===== src/logic/dcache_pkg.sv =====
package dcache_pkg;

   // Cache geometry
   localparam int ADDR_W      = 32;
   localparam int WORD_W      = 32;
   localparam int WORD_BYTES  = WORD_W / 8;
   localparam int LINE_WORDS  = 4;
   localparam int NUM_SETS    = 64;
   localparam int NUM_WAYS    = 2;
   localparam int OFFSET_W    = $clog2(LINE_WORDS * WORD_BYTES);
   localparam int INDEX_W     = $clog2(NUM_SETS);
   localparam int TAG_W       = ADDR_W - INDEX_W - OFFSET_W;
   localparam int BOOT_CYCLES = NUM_SETS;
   localparam int WORD_IDX_W  = $clog2(LINE_WORDS);
   localparam int BYTE_OFF_W  = $clog2(WORD_BYTES);

   typedef logic [ADDR_W-1:0]             addr_t;
   typedef logic [WORD_W-1:0]             word_t;
   typedef logic [WORD_BYTES-1:0]         byte_mask_t;
   typedef logic [INDEX_W-1:0]            set_idx_t;
   typedef logic [WORD_IDX_W-1:0]         word_idx_t;
   typedef logic [INDEX_W+WORD_IDX_W-1:0] data_addr_t;
   typedef logic [TAG_W-1:0]              tag_t;
   typedef logic [NUM_WAYS-1:0]           way_vec_t;

   typedef struct packed {
      tag_t tag;
      logic valid;
   } tag_entry_t;

   // Address fields
   function automatic set_idx_t addr_index(addr_t addr);
      return addr[OFFSET_W +: INDEX_W];
   endfunction

   function automatic tag_t addr_tag(addr_t addr);
      return addr[ADDR_W-1 -: TAG_W];
   endfunction

   function automatic word_idx_t addr_word(addr_t addr);
      return addr[BYTE_OFF_W +: WORD_IDX_W];
   endfunction

   function automatic addr_t make_line_addr(tag_t tag, set_idx_t index);
      return {tag, index, {OFFSET_W{1'b0}}};
   endfunction

endpackage


===== src/logic/dcache_burst_master.sv =====
`timescale 1ns/1ps

module dcache_burst_master import dcache_pkg::*;
(
   input  logic      clk,
   input  logic      i_reset,
   input  logic      i_rd_start,
   input  logic      i_wr_start,
   input  addr_t     i_line_addr,
   input  logic      i_buf_we,
   input  word_idx_t i_buf_idx,
   input  word_t     i_buf_wdata,
   output word_t     o_buf_rdata,
   output logic      o_done,
   output logic      o_ar_valid,
   input  logic      i_ar_ready,
   output addr_t     o_ar_addr,
   input  logic      i_r_valid,
   output logic      o_r_ready,
   input  word_t     i_r_data,
   input  logic      i_r_last,
   output logic      o_aw_valid,
   input  logic      i_aw_ready,
   output addr_t     o_aw_addr,
   output logic      o_w_valid,
   input  logic      i_w_ready,
   output word_t     o_w_data,
   output logic      o_w_last,
   input  logic      i_b_valid,
   output logic      o_b_ready
);

   word_t     line_buf [LINE_WORDS];
   addr_t     addr_q;
   word_idx_t beat_q;
   logic      ar_valid_q;
   logic      aw_valid_q;
   logic      w_valid_q;
   logic      r_ready_q;
   logic      b_ready_q;
   logic      done_q;
   logic      r_fire;
   logic      w_fire;
   logic      b_fire;

   assign r_fire = i_r_valid & r_ready_q;
   assign w_fire = w_valid_q & i_w_ready;
   assign b_fire = i_b_valid & b_ready_q;

   assign o_ar_valid  = ar_valid_q;
   assign o_ar_addr   = addr_q;
   assign o_r_ready   = r_ready_q;
   assign o_aw_valid  = aw_valid_q;
   assign o_aw_addr   = addr_q;
   assign o_w_valid   = w_valid_q;
   assign o_w_data    = line_buf[beat_q];
   assign o_w_last    = (beat_q == word_idx_t'(LINE_WORDS - 1));
   assign o_b_ready   = b_ready_q;
   assign o_buf_rdata = line_buf[i_buf_idx];
   assign o_done      = done_q;

   // W may run ahead of the AW handshake
   always_ff @(posedge clk)
      begin
         if (i_reset)
            begin
               ar_valid_q <= 1'b0;
               aw_valid_q <= 1'b0;
               w_valid_q  <= 1'b0;
               r_ready_q  <= 1'b0;
               b_ready_q  <= 1'b0;
               done_q     <= 1'b0;
               beat_q     <= '0;
            end
         else
            begin
               ar_valid_q <= i_rd_start | (ar_valid_q & ~i_ar_ready);
               aw_valid_q <= i_wr_start | (aw_valid_q & ~i_aw_ready);
               r_ready_q  <= i_rd_start | (r_ready_q & ~(r_fire & i_r_last));
               w_valid_q  <= i_wr_start | (w_valid_q & ~(w_fire & o_w_last));
               b_ready_q  <= (w_fire & o_w_last) | (b_ready_q & ~i_b_valid);
               done_q     <= (r_fire & i_r_last) | b_fire;
               if (i_rd_start | i_wr_start)
                  beat_q <= '0;
               else if (r_fire | w_fire)
                  beat_q <= beat_q + word_idx_t'(1);
            end
      end

   always_ff @(posedge clk)
      begin
         if (i_rd_start | i_wr_start)
            addr_q <= i_line_addr;
         if (r_fire)
            line_buf[beat_q] <= i_r_data;
         else if (i_buf_we)
            line_buf[i_buf_idx] <= i_buf_wdata;
      end

   assert property (@(posedge clk) disable iff (i_reset)
      o_ar_valid && !i_ar_ready |=> o_ar_valid && $stable(o_ar_addr));
   assert property (@(posedge clk) disable iff (i_reset)
      o_aw_valid && !i_aw_ready |=> o_aw_valid && $stable(o_aw_addr));
   assert property (@(posedge clk) disable iff (i_reset)
      o_w_valid && !i_w_ready |=> o_w_valid && $stable(o_w_data) && $stable(o_w_last));
   // Slave must close the burst exactly on the fourth beat
   assert property (@(posedge clk) disable iff (i_reset)
      r_fire |-> (i_r_last == (beat_q == word_idx_t'(LINE_WORDS - 1))));

endmodule


===== config.mk =====
export PLATFORM = sky130hd
export DESIGN_NAME = dcache_burst_master
export DESIGN_NICKNAME = d
export VERILOG_FILES = /design/src/logic/dcache_pkg.sv /design/src/logic/dcache_burst_master.sv
export SDC_FILE = /design/constraint.sdc
export NUM_CORES = 1
export LEC_CHECK = 0
export BUFFER_PORTS_ARGS = -buffer_cell sky130_fd_sc_hd__buf_2
export CAP_MARGIN = 30
export CORE_AREA = 5 5 128 130
export DETAILED_ROUTE_END_ITERATION = 8
export DIE_AREA = 0 0 133 135
export PLACE_DENSITY = 0.79
export SKIP_LAST_GASP = 1
export SLEW_MARGIN = 20
export SYNTH_ARGS = -nofsm -noshare
export SYNTH_HDL_FRONTEND = slang
export SYNTH_SLANG_ARGS = --single-unit

===== constraint.sdc =====
create_clock -name clk -period 10.3 [get_ports clk]
set_clock_uncertainty 0.2 [all_clocks]
set_input_delay 0.515 -clock clk [delete_from_list [all_inputs] [get_ports clk]]
set_output_delay 0.515 -clock clk [all_outputs]
set_load 0.05 [all_outputs]

; ---- Yosys cells after proc, flatten, opt, wreduce, memory -nomap -nowiden
; Memories as Yosys holds them, arrays and structs flattened. A register that Yosys moved wholly into a read port is not among the register bits.
; Index checks and enable logic that the tools add are counted.
; W data, S select, Z words.
[totals]
register_bits = 40
mem_bits_rw = 128
inputBits = 109
out_inout_bits = 135
elab_cells = 46
memories = 1
[op_classes]
addsub = 1
n_eq_ne = 1
n_mux = 10
bitwise = 23
n_reduce_logical = 2
[memory_table]
columns = memory, depth, width, rd, rd_ports_with_merged_regs, write_ports, line
row1 = line_buf, 4, 32, 2, 1, 1, dcache_burst_master.sv:33  ; word_t line_buf [LINE_WORDS];
[ops]
columns = operator, n
row1 = $mux W32, 1
row2 = $reduce_or A32 Y1, 1
row3 = $and A1 B1 Y1, 10
row4 = $or A1 B1 Y1, 8
row5 = $mux W1, 6
row6 = $mux W2, 3
row7 = $not A1 Y1, 5
row8 = $add A2 B1 Y2 const B, 1
row9 = $eq A2 B2 Y1 const B, 1
row10 = $reduce_or A2 Y1, 1

; ---- Depth between registers and ports, before layout
; Gate-level depths: netlist of the first run.
[logic_depth]
depth_word = 5
ltp_mapped = 4

; ---- Worst setup path after synthesis of the first run
; Ideal clock, no wire load.
[synth_path]
path_kind = input port to flip-flop
startpoint = input port i_buf_idx[1]
endpoint = memory line_buf[2][0] in the netlist's numbering, enable pin
arrival_ps = 3368
t_required_ps = 9630
slack_ps = 6262
stages = 4
n_path_buf = 2
path_cell_list = buf_2 > buf_2 > nand2_1 > o31ai_1
[synth_via]
elab_chain_cells = 1
[synth_lines]
columns = item, line
row1 = "start, declared", dcache_burst_master.sv:11  ; input word_idx_t i_buf_idx,
row2 = $mux W2 (no source line), --
row3 = "end, declared", dcache_burst_master.sv:33
; Every way passes these cells.

==> impl_metrics.toml, run 1 <==
[floorplan]
start_util_pct = 50.1
die_w_um = 133
rows = 45
core_area_um2 = 15000
die-area_um2 = 18000
pin_count = 244
die_h_um = 135

[setup_path]
r2r-end = "line_buf[0][17]$_DFFE_PP_"
critPathArrivalTime_ps = 2150
reg2regPathDepth = 2
slowest_delay_ps = 610
end_kind = "primary output"
path_cells = "buf_4 -> mux4_2 -> buf_2"
critPathLaunchType = "register"
crit_buf_inv = 2
cp_slowest_cell = "mux4_2"
ff2ff_setup_slack_ps = 7910
critPathKind = "reg -> out"
cp.required_ps = 9590
cp_max_fo = 32
critPathTopFamily = "buffers and inverters"
rr_startpoint = "o_r_ready$_SDFF_PP0_"

[synth]
synth_top_cell_by_area = "edfxtp_1"
syn_inst = 358
synth_top_area_share_pct = 63.7
yosysWarnings = 0
yosys.cell_types.count = 30
ys.flop_type = "edfxtp_1"
syn_area_um2 = 7540
async_flop_share_pct = 0
syn-num-nets = 468
seq_area_frac_synth_pct = 66.4
synth.ff_latch_count = 170
ys_top_cells_by_area = "edfxtp_1 64%, mux4_2 18%, mux2_2 5.4%"
avgSynthCellArea_um2 = 21.1
synth-edff-count = 160

[layout]
antenna_cells = 0
num-fill-cells = 1101
synthToLayoutAreaGrowth_pct = 23.1
layout-drive-gt1-share_pct = 65.9
final_nets = 683
regArea_um2 = 5010
multi_input_area_um2 = 2130

[placed_design]
portBuffers = 243
dp_hpwl_mm = 11.4
dp_worst_setup_slack_ps = 7380
gp_congestion = 0.839

[route]
dr.pass1.iters = 4
drc_errors = 0
wl_mm = 17.0
drt_iter0_drc = 218
ant_nets = 0
vias = 4296
via_per_inst = 5.55
drt-wirelength-per-cell_um = 21.9

[sta]
hold_viol_final = 0
grt_setup_unrepaired = "false"
period_needed_ps = 2860
worst_slack_ps = 7440
hold_ws_ps = 66.2
worstMarginPinSlew_ps = 963
fin_setup_tns_ps = 0
setup_violations = 0
fmax_mhz = 349
drv_slew = 0
post-route-period-util_pct = 27.8
max_slew_margin_pct = 35.8

[job]
maxCapViolations = 0

[clocking]
clockBufferDepth = 2
cts_tree = "yes"
cts_hold_buf = 0
cts_root_buffer = "clkbuf_16"
clkSlewWorstSetupHoldPaths_ps = 70
ctsResizeCount = 0
clock_latency_ps = 420
post-cts-setup-buffers = 0
cts_sinks = 170
cts_max_level = 4
cts_buffers = 17

[power_and_ir_drop]
p_total_mw = 1.80
power.density_nw_per_um2 = 194
peakVddDrop_mv = 0.124
power_leakage_nw = 3.50

[min_path]
min-delay-start = "i_line_addr[27]"
hold_end = "o_ar_addr[27]$_DFFE_PP_"
min_path_type = "in -> reg"
hold_depth = 1

[global_route]
antenna_found_initial = 0
grt_max_degree = 37
grt_pass1_wl_mm = 25.8
grt-ovfl-total = 0
grt_usage_pct = 19.1
grt_pass1_vias = 4696

[status]
status = "finished, final reports clean"
[metal layers]
layer	part of all wire [%]	vias to the layer above	global-route usage, %
met4	1.5	0	6.41
li1	-	1897	-
met1	39	2213	23.2
met5	0	-	0
met2	54	168	33.8
met3	5.6	18	4.47
[report_power, final]
part	leakage [nW]	internal, mW	switching (mW)
Sequential	1.59	0.801	0.0161
Combinational	1.61	0.0891	0.234
Clock	0.294	0.387	0.268
[registers in the layout, indices dropped and copies added, names as in the netlist, named ones only]
signal and cells:
line_buf 128, o_ar_addr 32, beat_q 2, o_ar_valid 1, o_aw_valid 1, o_b_ready 1, o_done 1, o_r_ready 1
o_w_valid 1
[metrics by stage]
step / util, % / cells / area (um^2)
5_1_grt: 61.7 / 774 / 9280
6_report: 61.7 / 774 / 9280
3_3_place_gp: 57.4 / 741 / 8630
2_1_floorplan: - / 358 / 7540
4_1_cts: 61.7 / 774 / 9280
3_5_place_dp: 57.6 / 742 / 8660
[synth_stat cells (all sizes together), types with 2 or more instances]
cell    instances
dfxtp          10
nor4b           3
nand2           2
mux4           64
a21bo           2
nand2b          3
nand3           2
mux2           36
edfxtp        160
o21ai           2
nor2            2
nand4b          2
a21oi           5
buf            52
inv             2
[cell type report]
class,instances,area share (%)
Inverter,2,0.0809
Sequential cell,170,54.0
Tap cell,188,2.54
Clock buffer,17,4.59
Timing Repair Buffer,249,13.8
Multi-Input combinational cell,133,23.0
Clock inverter,15,2.04
[cell families (layout without fill, tap and decap cells)]
logic type / after synthesis / in the layout / synth area share [%]
and+or+nand+nor: 19 / 19 / 1.61
buffers and inverters: 55 / 283 / 5.84
muxes: 100 / 100 / 24.7
AOI/OAI and AO/OA: 13 / 13 / 1.29
adders and majority gates: 1 / 1 / 0.166
DFF: 170 / 170 / 66.4
[cells in the final DEF, fill, tap and decap left out, drive strengths merged, types with 3 or more instances in the layout]
| master | instances |
|---|---|
| clkinvlp | 3 |
| inv | 8 |
| dfxtp | 10 |
| bufinv | 3 |
| mux4 | 64 |
| mux2 | 36 |
| nand2b | 3 |
| a21oi | 5 |
| buf | 249 |
| nor4b | 3 |
| edfxtp | 160 |
| clkinv | 3 |
| clkbuf | 17 |
[worst max path at each step]
stage               depth (start not counted)  slack, ps                   endpoint
finish                                      3       7440               o_w_data[18]
global route                                3       7290               o_w_data[12]
CTS                                         3       7360                o_w_data[4]
detailed placement                          4       7380  line_buf[3][15]$_DFFE_PP_
global placement                            3       7180  line_buf[3][10]$_DFFE_PP_
floorplan                                   4       6260   line_buf[2][0]$_DFFE_PP_
(Power assumes the default switching activity.)
==> inputs of run 2 (changes only) <==
CORE_AREA = 5 5 135 137   (was 5 5 128 130)
DIE_AREA = 0 0 140 142   (was 0 0 133 135)
PLACE_DENSITY = 0.75   (was 0.79)
clock period = 2.6 ns   (was 10.3 ns; I/O delays follow)
==> run 2 against run 1 <==
Compared with the run above:
- hold slack improved by 79 ps
- critical endpoint is now line_buf[1][16]$_DFFE_PP_
- die area rose by 11%
- first-iteration DRC count up 5.5%
- combinational power rose to 4.5 times the previous value
- core utilization increased by 0.28 points
- wire length rose by 11%
- critical path type is now reg -> reg
- sequential share of layout area is 6.3 points lower
- register-to-register slack worse by 7800 ps
- power rose to 4.0 times the previous value
==> impl_metrics.toml, run 2 (synthesis results as in run 1) <==
[sta]
post-route-period-util_pct = 93.9
fmax_mhz = 410
hold_ws_ps = 145
fin_setup_tns_ps = 0
grt_setup_unrepaired = "false"
period_needed_ps = 2440
drv_slew = 0
worst_slack_ps = 159
max_slew_margin_pct = 37.9
worstMarginPinSlew_ps = 931
setup_violations = 0
hold_viol_final = 0

[route]
ant_nets = 0
via_per_inst = 5.17
drc_errors = 0
drt-wirelength-per-cell_um = 20.2
wl_mm = 18.8
drt_iter0_drc = 230
vias = 4805
dr.pass1.iters = 4

[power_and_ir_drop]
peakVddDrop_mv = 0.476
p_int_mw = 5.02
clkPwrFrac_pct = 34.3
p_seq_share_pct = 45.3
netSwitchingFraction_pct = 29.7
p_total_mw = 7.15
power.density_nw_per_um2 = 681
power_frac_comb_pct = 20.4
power.switching_mw = 2.13
power_leakage_nw = 4.00

[clocking]
ctsResizeCount = 0
clock_latency_ps = 410
clockBufferDepth = 2
post-cts-setup-buffers = 0
cts_root_buffer = "clkbuf_16"
cts_tree = "yes"
cts_buffers = 17
cts_sinks = 170
cts_max_level = 4
cts_hold_buf = 114
clkSlewWorstSetupHoldPaths_ps = 70

[job]
maxCapViolations = 0

[placed_design]
dp_hpwl_mm = 11.8
portBuffers = 243
gp_congestion = 0.821
placed_cell_area_um2 = 8780
dp_worst_setup_slack_ps = 245
placed_cells_incl_taps = 783

[setup_path]
cp_slowest_cell = "dlygate4sd3_1"
end_kind = "register"
slowest_delay_ps = 620
critPathLaunchType = "register"
cp.required_ps = 2540
reg2regPathDepth = 4
critPathKind = "reg -> reg"
critPathArrivalTime_ps = 2380
cp_max_fo = 29
path_cells = "a21boi_4 -> buf_12 -> mux2_2 -> dlygate4sd3_1"

[global_route]
grt_pass1_wl_mm = 29.0
grt_pass1_vias = 5275
grt-ovfl-total = 0
grt_max_degree = 36
antenna_found_initial = 0
grt_usage_pct = 19.1

[layout]
antenna_cells = 0
final_cell_count_no_fill = 929
layout-drive-gt1-share_pct = 55.1
top_register = "line_buf"
final_nets = 801
synthToLayoutAreaGrowth_pct = 39.3
largest_register_ffs = 128
num-fill-cells = 1242
mostFrequentLayoutCells = "243 x buf_2, 160 x edfxtp_1, 114 x dlygate4sd3_1"
fin_util_pct = 62.0
layout_commonest_cell = "buf_2"
final_cell_area_um2 = 10500

[floorplan]
die_w_um = 140
die-area_um2 = 19900
core_area_um2 = 16900
die_h_um = 142
pin_count = 244
start_util_pct = 44.5
rows = 48

[status]
status = "finished, final reports clean"

[min_path]
hold_depth = 3
min_path_type = "in -> reg"
[run 2: cell count changes in the layout (fill, tap and decap cells not counted), moves of 2 or more]
cell | previous run | this run
dlygate4sd3_1 | 0 | 114
buf_12 | 0 | 5
bufinv_16 | 3 | 1
inv_6 | 4 | 6
[run 2: cell type report]
type                       count  area [um^2]  share of cell area, %
sequential                   170         5010                   47.7
timing repair buffer         367         2490                   23.8
multi-input combinational    133         2130                   20.3
clock buffer                  18          429                   4.09
tap                          225          282                   2.68
clock inverter                14          150                   1.43
inverter                       2         7.51                 0.0715
[run 2: routing by layer]
metal | vias to the layer above | track usage, % | routed length, um
met5 | - | 0 | 0
met4 | 0 | 6.53 | 327
met3 | 24 | 4.74 | 1240
met2 | 196 | 35.9 | 10500
met1 | 2437 | 21.0 | 6750
li1 | 2148 | - | -
[run 2: critical path, delay by kind of cell (launching register included)]
kind	cells	cell delay, ps
buffers and inverters	2	880
flip-flops	1	400
multiplexers	1	370
AO/OA/AOI/OAI	1	310
[run 2: path summary, 6_finish.rpt]
path	end	start	slack, ps
hold / removal	register	i_r_valid	140
setup / recovery	line_buf[1][16]$_DFFE_PP_	o_r_ready$_SDFF_PP0_	160
hold reg to reg	register	o_w_valid$_SDFF_PP0_	610
setup reg to reg	line_buf[1][16]$_DFFE_PP_	o_r_ready$_SDFF_PP0_	160
[run 2: power groups by stage]
stage / Sequential, mW / Combinational (mW) / Clock (mW)
floorplan: 3.46 / 0.849 / 0
global route: 3.26 / 1.52 / 2.61
global placement: 3.28 / 1.29 / 0
detailed placement: 3.30 / 1.31 / 0
CTS: 3.24 / 1.46 / 2.51
finish: 3.24 / 1.46 / 2.45
