[src/logic/dcache_pkg.sv]
package dcache_pkg;

   // Cache geometry
   localparam int ADDR_W      = 32;
   localparam int WORD_W      = 32;
   localparam int WORD_BYTES  = WORD_W / 8;
   localparam int LINE_WORDS  = 4;
   localparam int NUM_SETS    = 64;
   localparam int NUM_WAYS    = 2;
   localparam int OFFSET_W    = $clog2(LINE_WORDS * WORD_BYTES);
   localparam int INDEX_W     = $clog2(NUM_SETS);
   localparam int TAG_W       = ADDR_W - INDEX_W - OFFSET_W;
   localparam int BOOT_CYCLES = NUM_SETS;
   localparam int WORD_IDX_W  = $clog2(LINE_WORDS);
   localparam int BYTE_OFF_W  = $clog2(WORD_BYTES);

   typedef logic [ADDR_W-1:0]             addr_t;
   typedef logic [WORD_W-1:0]             word_t;
   typedef logic [WORD_BYTES-1:0]         byte_mask_t;
   typedef logic [INDEX_W-1:0]            set_idx_t;
   typedef logic [WORD_IDX_W-1:0]         word_idx_t;
   typedef logic [INDEX_W+WORD_IDX_W-1:0] data_addr_t;
   typedef logic [TAG_W-1:0]              tag_t;
   typedef logic [NUM_WAYS-1:0]           way_vec_t;

   typedef struct packed {
      tag_t tag;
      logic valid;
   } tag_entry_t;

   // Address fields
   function automatic set_idx_t addr_index(addr_t addr);
      return addr[OFFSET_W +: INDEX_W];
   endfunction

   function automatic tag_t addr_tag(addr_t addr);
      return addr[ADDR_W-1 -: TAG_W];
   endfunction

   function automatic word_idx_t addr_word(addr_t addr);
      return addr[BYTE_OFF_W +: WORD_IDX_W];
   endfunction

   function automatic addr_t make_line_addr(tag_t tag, set_idx_t index);
      return {tag, index, {OFFSET_W{1'b0}}};
   endfunction

endpackage

[src/logic/dcache_ctrl.sv]
`timescale 1ns/1ps

module dcache_ctrl import dcache_pkg::*;
(
   input  logic       clk,
   input  logic       i_reset,
   input  logic       i_req_valid,
   output logic       o_req_ready,
   input  addr_t      i_req_addr,
   input  byte_mask_t i_req_wmask,
   input  word_t      i_req_wdata,
   output logic       o_rsp_valid,
   input  logic       i_rsp_ready,
   output word_t      o_rsp_rdata,
   output set_idx_t   o_tag_index,
   output logic       o_tag_re,
   output way_vec_t   o_tag_we,
   output tag_entry_t o_tag_wdata,
   output tag_t       o_lookup_tag,
   output way_vec_t   o_dirty_set,
   output way_vec_t   o_dirty_clr,
   output logic       o_victim_advance,
   input  way_vec_t   i_hit_vec,
   input  way_vec_t   i_victim,
   input  logic       i_victim_dirty,
   input  tag_t       i_victim_tag,
   output data_addr_t o_data_addr,
   output logic       o_data_re,
   output way_vec_t   o_data_we,
   output word_t      o_data_wdata,
   input  word_t      i_data_rdata [NUM_WAYS],
   output logic       o_rd_start,
   output logic       o_wr_start,
   output addr_t      o_line_addr,
   output logic       o_buf_we,
   output word_idx_t  o_buf_idx,
   output word_t      o_buf_wdata,
   input  word_t      i_buf_rdata,
   input  logic       i_done
);

   typedef enum logic [2:0] {
      BOOT, IDLE, LOOKUP, RESPOND, WB_READ, WB_BUS, REFILL_BUS, FILL
   } state_t;

   state_t     state_q;
   state_t     state_nxt;
   set_idx_t   cnt_q;
   addr_t      req_addr_q;
   byte_mask_t req_mask_q;
   word_t      req_wdata_q;
   word_t      data_q;
   way_vec_t   way_q;
   logic       rsp_valid_q;
   logic       req_fire;
   logic       hit;
   logic       cnt_end;
   set_idx_t   req_index;
   word_idx_t  cnt_word;
   word_t      hit_word;
   word_t      merged;

   function automatic word_t pick_way(way_vec_t sel);
      word_t w;
      w = '0;
      for (int i = 0; i < NUM_WAYS; i++)
         if (sel[i])
            w |= i_data_rdata[i];
      return w;
   endfunction

   assign req_fire  = i_req_valid & o_req_ready;
   assign hit       = |i_hit_vec;
   assign req_index = addr_index(req_addr_q);
   assign cnt_word  = cnt_q[WORD_IDX_W-1:0];
   assign cnt_end   = (cnt_q == set_idx_t'(LINE_WORDS));
   assign hit_word  = pick_way(i_hit_vec);

   always_comb
      begin
         merged = hit_word;
         for (int b = 0; b < WORD_BYTES; b++)
            if (req_mask_q[b])
               merged[8*b +: 8] = req_wdata_q[8*b +: 8];
      end

   always_comb
      begin
         state_nxt = state_q;
         case (state_q)
            BOOT:
               if (cnt_q == set_idx_t'(BOOT_CYCLES - 1))
                  state_nxt = IDLE;
            IDLE:
               if (req_fire)
                  state_nxt = LOOKUP;
            LOOKUP:
               if (hit)
                  state_nxt = RESPOND;
               else if (i_victim_dirty)
                  state_nxt = WB_READ;
               else
                  state_nxt = REFILL_BUS;
            RESPOND:
               if (rsp_valid_q & i_rsp_ready)
                  state_nxt = IDLE;
            WB_READ:
               if (cnt_end)
                  state_nxt = WB_BUS;
            WB_BUS:
               if (i_done)
                  state_nxt = REFILL_BUS;
            REFILL_BUS:
               if (i_done)
                  state_nxt = FILL;
            FILL:
               if (cnt_end)
                  state_nxt = LOOKUP;
         endcase
      end

   // Counter restarts on every state change
   always_ff @(posedge clk)
      begin
         if (i_reset)
            begin
               state_q     <= BOOT;
               cnt_q       <= '0;
               rsp_valid_q <= 1'b0;
            end
         else
            begin
               state_q <= state_nxt;
               if (state_nxt != state_q)
                  cnt_q <= '0;
               else
                  cnt_q <= cnt_q + set_idx_t'(1);
               if (state_q == RESPOND)
                  rsp_valid_q <= ~(rsp_valid_q & i_rsp_ready);
            end
      end

   always_ff @(posedge clk)
      begin
         if (req_fire)
            begin
               req_addr_q  <= i_req_addr;
               req_mask_q  <= i_req_wmask;
               req_wdata_q <= i_req_wdata;
            end
         // Read data, or the merged word for a write
         if (state_q == LOOKUP)
            begin
               data_q <= merged;
               way_q  <= i_hit_vec;
            end
      end

   assign o_req_ready = (state_q == IDLE);
   assign o_rsp_valid = rsp_valid_q;
   assign o_rsp_rdata = data_q;

   // Tag store
   assign o_tag_index = (state_q == BOOT) ? cnt_q :
                        (state_q == IDLE) ? addr_index(i_req_addr) : req_index;
   assign o_tag_re    = req_fire | ((state_q == FILL) & cnt_end);
   assign o_tag_we    = (state_q == BOOT) ? '1 :
                        ((state_q == FILL) && (cnt_q == '0)) ? i_victim : '0;
   assign o_tag_wdata = (state_q == BOOT) ? tag_entry_t'('0) :
                        tag_entry_t'{tag: addr_tag(req_addr_q), valid: 1'b1};
   assign o_lookup_tag     = addr_tag(req_addr_q);
   assign o_dirty_set      = ((state_q == LOOKUP) && |req_mask_q) ? i_hit_vec : '0;
   assign o_dirty_clr      = ((state_q == FILL) && (cnt_q == '0)) ? i_victim : '0;
   assign o_victim_advance = (state_q == FILL) & cnt_end;

   // Data RAMs
   always_comb
      begin
         if (state_q == IDLE)
            o_data_addr = {addr_index(i_req_addr), addr_word(i_req_addr)};
         else if (((state_q == WB_READ) || (state_q == FILL)) && !cnt_end)
            o_data_addr = {req_index, cnt_word};
         else
            o_data_addr = {req_index, addr_word(req_addr_q)};
      end

   assign o_data_re = req_fire | ((state_q == WB_READ) & ~cnt_end) |
                      ((state_q == FILL) & cnt_end);
   assign o_data_we = ((state_q == FILL) && !cnt_end) ? i_victim :
                      ((state_q == RESPOND) && !rsp_valid_q && |req_mask_q) ? way_q : '0;
   assign o_data_wdata = (state_q == FILL) ? i_buf_rdata : data_q;

   // Burst master, victim words arrive one cycle after their read
   assign o_wr_start  = (state_q == WB_READ) & cnt_end;
   assign o_rd_start  = ((state_q == LOOKUP) & ~hit & ~i_victim_dirty) |
                        ((state_q == WB_BUS) & i_done);
   assign o_line_addr = (state_q == WB_READ) ? make_line_addr(i_victim_tag, req_index) :
                        make_line_addr(addr_tag(req_addr_q), req_index);
   assign o_buf_we    = (state_q == WB_READ) & (cnt_q != '0);
   assign o_buf_idx   = (state_q == FILL) ? cnt_word : cnt_word - word_idx_t'(1);
   assign o_buf_wdata = pick_way(i_victim);

   assert property (@(posedge clk) disable iff (i_reset) (state_q == BOOT) |-> !o_rsp_valid);

endmodule

[config.mk]
export PLATFORM = sky130hd
export DESIGN_NAME = dcache_ctrl
export DESIGN_NICKNAME = d
export VERILOG_FILES = /design/src/logic/dcache_pkg.sv /design/src/logic/dcache_ctrl.sv
export SDC_FILE = /design/constraint.sdc
export NUM_CORES = 1
export LEC_CHECK = 0
export BUFFER_PORTS_ARGS = -buffer_cell sky130_fd_sc_hd__buf_2
export CORE_AREA = 4 4 152 154
export CTS_BUF_LIST = sky130_fd_sc_hd__clkbuf_16
export DETAILED_ROUTE_END_ITERATION = 16
export DIE_AREA = 0 0 156 158
export PLACE_DENSITY = 0.66
export SYNTH_ARGS = -nofsm -noshare
export SYNTH_HDL_FRONTEND = slang
export SYNTH_SLANG_ARGS = --single-unit
[constraint.sdc]
create_clock -name clk -period 7.35 [get_ports clk]
set_input_delay 0.735 -clock clk [delete_from_list [all_inputs] [get_ports clk]]
set_output_delay 0.735 -clock clk [all_outputs]
set_load 0.01 [all_outputs]
## After elaboration in Yosys (flattened, before gate mapping)

Cells that the tools add are included.

| operators by class | value |
|---|---|
| $add $sub $neg | 2 |
| eq/ne operators | 10 |
| multiplexer cells | 31 |
| bitwise operators | 19 |
| reduce and logical (&&, ||, !) cells | 15 |

Operator list:

| kind | count |
|---|---|
| 2-to-1 mux 32 bit | 6 |
| bitwise OR 32 bit | 2 |
| 2-to-1 mux 8 bit | 5 |
| 2-to-1 mux 3 bit | 8 |
| one-hot mux 3 bit (8 select lines) | 1 |
| 2-to-1 mux 23 bit | 1 |
| 2-to-1 mux 2 bit | 8 |
| == test 3 bit, second input constant | 4 |
| 2-to-1 mux 6 bit | 2 |
| AND 1 bit | 9 |
| adder 6 x 1 -> 6 bit, second input constant | 1 |
| == test 3 x 2 -> 1 bit, second input constant | 2 |
| == test 6 x 3 -> 1 bit, second input constant | 1 |
| == test 6 bit, second input constant | 1 |
| logical AND 1 bit | 6 |
| logical NOT 6 bit | 1 |
| nonzero test 6 bit | 1 |
| inverter 1 bit | 4 |
| bitwise OR 1 bit | 4 |
| OR reduction 2 bit | 2 |
| OR reduction 4 bit | 1 |
| == test 3 x 1 -> 1 bit, second input constant | 1 |
| logical NOT 3 bit | 1 |
| != test 3 bit | 1 |
| other kinds (3) | 4 |

| storage, ports and cells | value |
|---|---|
| register bits after elaboration | 112 |
| input bits | 196 |
| output and inout bits | 205 |
| word-level logic and storage cells | 85 |

## Longest topological paths before layout

Gate-level depths: netlist (run 1).

| depth | value |
|---|---|
| word-level depth | 6 |
| gate-level depth with buffers | 7 |
| mapped depth without buffers | 6 |

## Least setup slack after synthesis (run 1)

No wires, ideal clock.

| timing | value |
|---|---|
| path kind | in2out |
| from | input port i_req_valid |
| to | output port o_data_re |
| arrival | 6102 ps |
| data required time | 6615 ps |
| path slack | 513 ps |
| cell stages on the path | 4 |
| path buffers | 0 |
| cell sequence | nand2_1 -> nor3_1 -> o21bai_1 -> a21o_1 |

| on the way | value |
|---|---|
| cells in the longest elaborated chain, start to end | 3 |

Ends and longest elaborated chain:

| item | RTL line | text |
|---|---|---|
| from (decl) | dcache_ctrl.sv:7 | `input logic i_req_valid,` |
| AND 1 bit | dcache_ctrl.sv:72 | `assign req_fire = i_req_valid & o_req_ready;` |
| net req_fire | dcache_ctrl.sv:55 | `logic req_fire;` |
| bitwise OR 1 bit (2 in series) | dcache_ctrl.sv:187 | `assign o_data_re = req_fire \| ((state_q == WB_READ) & ~cnt_end) \|` |
| to (decl) | dcache_ctrl.sv:28 | `output logic o_data_re,` |

The timed path passes the listed nets, and every way through them passes these cells.

==> results of run 1 <==
[registers in the layout (all words and copies together) (netlist names)]
name,count
cnt_q,6
o_rsp_rdata,32
o_rsp_valid,1
req_addr_q,30
req_mask_q,4
req_wdata_q,32
state_q,3
way_q,2
[worst max-delay path: cells and delay by family (launching register included)]
family,cells,cell delay [ns]
and+or+nand+nor,2,1.42
buffers and inverters,2,0.88
DFF,1,0.51
[layer usage]
metal	global-route usage [%]	up-vias
li1	-	2810
met1	18.6	2616
met2	31.3	305
met3	3.88	35
met4	5.75	6
met5	0	-
[power by group through the flow]
stage                     logic [uW]  clock network (uW)  registers [uW]
after CTS                        232                 497             690
after floorplan                  119                   0             700
after detailed placement         232                   0             705
after global placement           229                   0             705
final                            231                 474             690
after global routing             254                 516             691
[path summary, 6_finish.rpt]
| kind | start | endpoint | slack [ns] | cells past startpoint |
|---|---|---|---|---|
| worst max-delay path | state_q[1] | o_tag_wdata[6] | 3.44 | 4 |
| worst min-delay path | req_wdata_q[0] | o_rsp_rdata[0] | 0.52 | 2 |
| worst max register to register | state_q[2] | cnt_q[5] | 5.00 | 4 |
| worst min register to register | req_wdata_q[0] | o_rsp_rdata[0] | 0.52 | 2 |
[metrics by stage]
| stage | setup slack, ns | hold slack, ns | util (%) | std cells | instance area, um^2 |
|---|---|---|---|---|---|
| 3_3_place_gp | 3.82 | 0.503 | 36.5 | 1225 | 7920 |
| 2_1_floorplan | 0.513 | 0.496 | - | 621 | 5990 |
| 5_1_grt | 3.13 | 0.533 | 37.8 | 1241 | 8200 |
| 4_1_cts | 3.37 | 0.523 | 37.8 | 1241 | 8200 |
| 3_5_place_dp | 3.78 | 0.506 | 36.5 | 1225 | 7920 |
| 6_report | 3.44 | 0.520 | 37.8 | 1241 | 8200 |
[cell families after synthesis]
| kind of cell | count (synthesis) | synth area share (%) |
|---|---|---|
| fa+ha+maj | 2 | 0.418 |
| mux | 11 | 1.99 |
| simple gates | 288 | 21.0 |
| xor+xnor | 5 | 0.732 |
| flops | 110 | 53.5 |
| buf+inv | 81 | 7.57 |
| compound gates | 120 | 14.7 |
| other cells | 1 | 0.0627 |
[placed cells by master, fill, tap and decap left out, types with 2 or more instances in the layout]
master,n
mux2_2,7
conb_1,4
a32o_1,2
xnor2_1,3
mux2i_1,4
nor2_1,28
o21ai_0,32
nor3_1,9
a21oi_1,9
and3_1,3
buf_2,394
dfxtp_1,10
a22o_1,32
clkinv_4,2
a22oi_1,32
ha_1,2
and2_1,25
inv_8,2
edfxtp_1,100
nand2_1,199
nand3_1,5
xor2_1,2
o41ai_1,2
inv_2,2
nor2b_1,3
nor4_1,2
clkbuf_16,9
inv_1,7
buf_4,3
or2_2,2
[area by class of cell]
type	count	area [um^2]	share of cell area, %
clock buffer	9	225	2.75
clock inverter	7	56.3	0.686
inverter	8	30.0	0.366
multi-input combinational	430	2340	28.6
sequential	110	3200	39.0
tap	280	350	4.27
timing repair buffer	397	1990	24.3
==> impl_metrics.yaml, run 1 <==
grt:
  grt-ovfl-total: 0
  grt_pass1_wl_um: 31300
  antenna_found_initial: 3
  grt_pass1_vias: 5605
  grt_use_total_pct: 16.8
  grt_max_degree: 68
synthesis:
  yosys-top-cells-area: "edfxtp_1, nand2_1, a22o_1"
  yosysUniqueCellTypes: 51
  ys_top_cells_by_count: "nand2_1, edfxtp_1, buf_4"
  synthArstFlopShare_pct: 0
  yosys_warnings: 0
  synth-seq-cells: 110
  yosysTopAreaCell: "edfxtp_1"
  synth_ff_type: "edfxtp_1"
  synth.most_common_cell: "nand2_1"
  synth_cells: 618
  synth_edf_count: 100
  yosys.area.top_type_share_pct: 50.2
  syn_area_um2: 5980
  synth_sequential_area_ratio_pct: 53.5
  synth_area_per_cell_um2: 9.68
clock_tree:
  clock_path_buffers: 2
  cts.hold.buffers_added: 0
  post-cts-setup-buffers: 0
  cts.clk_slew.worst_paths_ns: 0.08
  cts-resized-gates: 0
  clkLatencyLatePin_ns: 0.35
  htreeDepth: 3
  cts.root.buffer_cell: "clkbuf_16"
  cts_buffers: 9
  clock-sinks: 110
  cts_tree: "yes"
sta:
  post-route-min-period_ns: 3.91
  rsz0062_at_grt: "false"
  drv_slew: 0
  period_share_pct: 53.2
  max_clock_freq_mhz: 256
  finalSetupTns_ns: 0
  finalSetupViolations: 0
  hold_viol: 0
  fin_skew_ns: 0.00983
  worstMarginPinSlew_ns: 1.21
  maxSlewHeadroom_pct: 18.7
setup_path:
  slowest_delay_ns: 1.05
  slowest_stage: "nor3_1"
  cp.arrival_ns: 3.18
  critPathLaunchType: "register"
  crit_path_max_fanout: 27
  criticalPathCategory: "reg2out"
  end_kind: "primary output"
  path_cells: "nor3_1, inv_1, and2_1, buf_2"
  required_ns: 6.61
drt:
  detail_route.vias_per_cell: 4.65
  wl_per_cell_um: 17.7
  ant_nets: 0
  wirelength_um: 22000
  wl_met3_um: 1830
  vias: 5772
  drc: 0
  routed.top_layer: "met5"
  met1_length_um: 8220
  firstDrtPassIters: 5
  wl_met2_um: 11400
  drtIter0Drc: 355
power:
  pwr-share-seq_pct: 49.5
  finalPower_uw: 1390
  leakagePower_uw: 0.00393
  power_frac_clock_pct: 34.0
  p_per_area_nw_per_um2: 170
  p_sw_share_pct: 26.5
  combPwrFrac_pct: 16.5
  p_int_uw: 1030
  power_switching_uw: 369
  ir_drop_uv: 97.5
placement:
  io_buffers: 394
  hpwl_um: 16900
  place_congestion: 0.781
floorplan:
  coreArea_um2: 21700
  start_util_pct: 27.6
  io-pin-count: 401
  die_y_um: 158
  dieArea_um2: 24600
  rows: 54
  die_w_um: 156
cells_and_area:
  fillers: 2240
  drive_gt1_share_pct: 44.7
  antenna_cells: 0
  num-nets-final: 1154
  area_growth_pct: 37.1
min_path:
  hold_class: "reg2reg"
job:
  max-cap-violations: 0
outcome:
  status: "complete, no violations"
(Power assumes the default switching activity.)
==> inputs of run 2 (changes only) <==
Settings changed: ABC_AREA set to 1.
Clock period 7.35 ns to 3.9 ns, I/O delays scaled along.
==> run 2 against run 1 <==
Design area grew 0.58%. Area after synthesis about the same. Combinational power grew 12%. Critical path type unchanged. Critical endpoint is now o_tag_we[0]. Largest power group unchanged. Highest routed layer unchanged.
==> impl_metrics.yaml, run 2 <==
clock_tree:
  post-cts-setup-buffers: 0
  clock_path_buffers: 2
  clkLatencyLatePin_ns: 0.36
  cts.clk_slew.worst_paths_ns: 0.09
  cts.root.buffer_cell: "clkbuf_16"
  htreeDepth: 3
  cts_buffers: 9
  clock-sinks: 110
  cts_tree: "yes"
  cts.hold.buffers_added: 0
  cts-resized-gates: 0
grt:
  antenna_found_initial: 2
  grt_use_total_pct: 16.5
  grt_max_degree: 47
  grt_pass1_wl_um: 31400
  grt-ovfl-total: 0
  grt_pass1_vias: 5608
setup_path:
  end_kind: "primary output"
  crit_path_max_fanout: 37
  slowest_stage: "dfxtp_1"
  cp.arrival_ns: 2.50
  path_cells: "inv_6, nor2_8, inv_4, or2_1, o21ai_0, buf_2"
  slowest_delay_ns: 0.58
  required_ns: 3.51
  crit_family: "simple AND/OR/NAND/NOR gates"
  cp_num_buf_inv: 3
  critPathLaunchType: "register"
  criticalPathCategory: "reg2out"
synthesis:
  synth_cells: 694
  synth_edf_count: 100
  synth-seq-cells: 110
  yosysUniqueCellTypes: 38
  synth_ff_type: "edfxtp_1"
  synthArstFlopShare_pct: 0
  synth_area_per_cell_um2: 8.62
  yosys.area.top_type_share_pct: 50.2
  yosysTopAreaCell: "edfxtp_1"
  ys_top_cells_by_count: "nand2_1, edfxtp_1, nor2_1, a21oi_1, inv_1"
  synth_sequential_area_ratio_pct: 53.5
  yosys_warnings: 0
  yosys-top-cells-area: "edfxtp_1, nand2_1, a21oi_1"
  syn_area_um2: 5990
  synth.most_common_cell: "nand2_1"
power:
  combPwrFrac_pct: 10.5
  leakagePower_uw: 0.00404
  power_switching_uw: 616
  p_int_uw: 1860
  pwr-share-seq_pct: 51.9
  ir_drop_uv: 182
  power_frac_clock_pct: 37.6
  p_per_area_nw_per_um2: 300
  p_sw_share_pct: 24.9
sta:
  finalSetupTns_ns: 0
  hold_viol: 0
  drv_slew: 0
  period_share_pct: 74.1
  post-route-min-period_ns: 2.89
  fin_skew_ns: 0.0125
  rsz0062_at_grt: "false"
  holdWs_ns: 0.202
  maxSlewHeadroom_pct: 46.1
  worstMarginPinSlew_ns: 0.808
  finalSetupViolations: 0
  max_clock_freq_mhz: 346
placement:
  dp.cells: 1310
  hpwl_um: 17400
  place_congestion: 0.892
  io_buffers: 394
cells_and_area:
  drive_gt1_share_pct: 41.7
  layout.cells.non_filler: 1326
  area_growth_pct: 37.8
  final_common_cell: "buf_2"
  most-common-layout-cells: "buf_2, nand2_1, edfxtp_1, nor2_1, a21oi_1"
  antenna_cells: 0
  num-nets-final: 1239
floorplan:
  die_w_um: 156
  coreArea_um2: 21700
  die_y_um: 158
  rows: 54
  start_util_pct: 27.6
  io-pin-count: 401
  dieArea_um2: 24600
drt:
  wirelength_um: 22100
  detail_route.vias_per_cell: 4.56
  drc: 0
  ant_nets: 0
  drtIter0Drc: 393
  vias: 6052
  firstDrtPassIters: 4
  wl_per_cell_um: 16.7
job:
  max-cap-violations: 0
min_path:
  hold_class: "in2reg"
outcome:
  status: "complete, no violations"
[run 2: cell count changes after synthesis, moves of 5 or more]
cell     previous run  this run
a21oi_1             9        68
a22o_1             32        27
a22oi_1            32         0
and2_1             25         0
buf_2              11         6
inv_1               6        48
mux2_2              7         0
nand2_1           199       205
nand3_1             5        11
nor2_1             28        78
nor3_1             10         1
[run 2: area by class of cell]
class | count | area (um^2)
inverter | 58 | 225
sequential | 110 | 3200
multi-input combinational | 463 | 2170
tap | 280 | 350
timing repair buffer | 399 | 2010
fill | 2291 | 13400
clock inverter | 7 | 66.3
clock buffer | 9 | 225
[run 2: final timing paths]
path | startpoint | end | slack, ns | cells past startpoint
worst max-delay path | state_q[2] | o_tag_we[0] | 1.01 | 6
worst min-delay path | i_req_wdata[31] | req_wdata_q[31] | 0.20 | 1
worst max register to register | state_q[2] | req_addr_q[26] | 1.61 | 4
worst min register to register | cnt_q[0] | cnt_q[0] | 0.48 | 1
[run 2: per-layer routing]
metal / global-route usage, % / vias up / wire length, um
met4: 4.42 / 4 / 376
li1: - / 2955 / -
met3: 3.06 / 27 / 1620
met1: 20.9 / 2781 / 8930
met2: 29.0 / 285 / 11200
met5: 0 / - / 27
[run 2: through the flow]
stage	total power, uW	worst slack [ns]	area, um^2	util (%)
6_report	2480	1.01	8250	38.0
5_1_grt	2580	0.804	8250	38.0
4_1_cts	2520	0.902	8250	38.0
3_5_place_dp	1570	1.30	7960	36.7
3_3_place_gp	1570	1.38	7960	36.7
2_1_floorplan	1410	1.53	6000	-
[run 2: cell families after synthesis]
kind of cell	count (synthesis)	share of synthesized area [%]
AOI/OAI and AO/OA	137	13.3
xor gates and xnor gates	5	0.732
adders and majority gates	2	0.418
buffers and inverters	124	10.4
DFF	110	53.5
other	1	0.0626
and+or+nand+nor	315	21.6
[run 2: power by group through the flow]
stage	Clock, uW	Combinational [uW]	Sequential, uW
3_5_place_dp	0	260	1310
5_1_grt	1010	283	1290
4_1_cts	970	261	1290
6_report	930	259	1290
3_3_place_gp	0	256	1310
2_1_floorplan	0	100	1310
==> inputs of run 3 (changes only) <==
Settings changed: CORE_AREA 4 4 152 154 to 4 4 155 157, DIE_AREA 0 0 156 158 to 0 0 159 161.
Clock period 3.9 ns to 2.5 ns, I/O delays scaled along.
==> run 3 against run 2 <==
Worst setup slack got worse by 0.79 ns. Power rose by 62%. First-iteration DRC count fell by 12%. Combinational power up 56%. Wire length rose by 3.6%. Global-route usage up 0.19 points. Via count is 2.0% higher. Sequential share of layout area is 0.60 points lower. Cell count increased by 1.1%. Sequential cell count stayed put. Worst hold slack got worse by 0.14 ns. Critical path type unchanged.
==> impl_metrics.yaml, run 3 (synthesis gave the netlist of run 2 again) <==
outcome:
  status: "complete, no violations"
clock_tree:
  clock_path_buffers: 2
  cts.hold.buffers_added: 0
  cts.root.buffer_cell: "clkbuf_16"
  clock-sinks: 110
  htreeDepth: 3
  clkLatencyLatePin_ns: 0.35
  cts.clk_slew.worst_paths_ns: 0.08
  cts_buffers: 9
  cts_tree: "yes"
placement:
  io_buffers: 394
  dpl_worst_slack_ns: 0.365
  post_dp_cell_area_um2: 8030
  hpwl_um: 17800
  place_congestion: 0.861
drt:
  vias: 6172
  firstDrtPassIters: 5
  wl_per_cell_um: 17.1
  drc: 0
  detail_route.vias_per_cell: 4.61
  ant_nets: 0
  drtIter0Drc: 346
  wirelength_um: 22900
cells_and_area:
  most-common-layout-cells: "buf_2, nand2_1, edfxtp_1, nor2_1, a21oi_1"
  area_growth_pct: 40.1
  num-nets-final: 1247
  fillers: 2338
  multiInputGateArea_um2: 2170
  final_common_cell: "buf_2"
  register_area_um2: 3200
  postLayoutCellArea_um2: 8380
  drive_gt1_share_pct: 42.2
floorplan:
  die_w_um: 159
  rows: 55
  die_y_um: 161
  dieArea_um2: 25600
  coreArea_um2: 22500
  io-pin-count: 401
  start_util_pct: 26.6
sta:
  hold_viol: 0
  rsz0062_at_grt: "false"
  period_share_pct: 91.3
  finalSetupTns_ns: 0
  maxSlewHeadroom_pct: 49.4
  fin_skew_ns: 0.0143
  holdWs_ns: 0.0638
  max_clock_freq_mhz: 438
  worst_slack_ns: 0.217
  drv_slew: 0
  post-route-min-period_ns: 2.28
  worstMarginPinSlew_ns: 0.759
  finalSetupViolations: 0
grt:
  grt_pass1_wl_um: 33600
  antenna_found_initial: 3
  grt-ovfl-total: 0
  grt_pass1_vias: 5944
  grt_use_total_pct: 16.7
  grt_max_degree: 42
power:
  p_per_area_nw_per_um2: 480
  leakagePower_uw: 0.00411
  ir_drop_uv: 358
setup_path:
  crit_path_max_fanout: 32
  criticalPathCategory: "reg2out"
  reg2reg_setup_slack_ns: 0.55
  critPathLaunchType: "register"
  required_ns: 2.25
  cp.arrival_ns: 2.03
  end_kind: "primary output"
min_path:
  hold_class: "in2reg"
job:
  max-cap-violations: 0
run 3: stage by stage:
step | instances | power (uW) | utilization, %
floorplan | 697 | 2200 | -
global placement | 1320 | 2450 | 35.7
detailed placement | 1320 | 2450 | 35.7
CTS | 1336 | 4100 | 37.1
global route | 1339 | 4190 | 37.2
finish | 1340 | 4020 | 37.3
run 3: where the power goes:
part	internal, uW	leakage, uW	switching, uW
clock	893	0.000158	719
combinational	195	0.00297	208
sequential	2000	0.000979	5.29
run 3: worst paths after layout:
path | start | to | cells past startpoint
setup / recovery | state_q[1] | o_data_addr[0] | 8
hold / removal | i_req_wdata[29] | req_wdata_q[29] | 1
setup reg to reg | state_q[1] | cnt_q[2] | 8
hold reg to reg | cnt_q[0] | cnt_q[0] | 1
run 3: final cells by class:
class	count	share of cell area, %
sequential	110	38.2
timing repair buffer	407	25.0
multi-input combinational	463	25.9
inverter	58	2.72
clock inverter	7	1.21
tap	285	4.25
clock buffer	9	2.69
antenna	1	0.0299
run 3: layer usage:
metal	track usage, %	routed length [um]	vias up
met4	6.00	733	6
li1	-	-	2969
met3	4.31	1640	49
met2	29.2	11300	308
met5	0	41	-
met1	20.0	9260	2840
run 3: what timing repair did:
action,in CTS,in global routing
setup buffers,0,3
resized for setup,2,0
setup endpoints to repair,2,2
pin swaps,0,1
run 3: worst max-delay path: stages, from the launching register on:
cell and delay [ns]:
dfxtp_1 0.40, nor2_1 0.16, nand2_1 0.12, inv_2 0.39, o21ai_1 0.18, inv_1 0.11, nand2_1 0.05, a21oi_1 0.13
buf_2 0.15
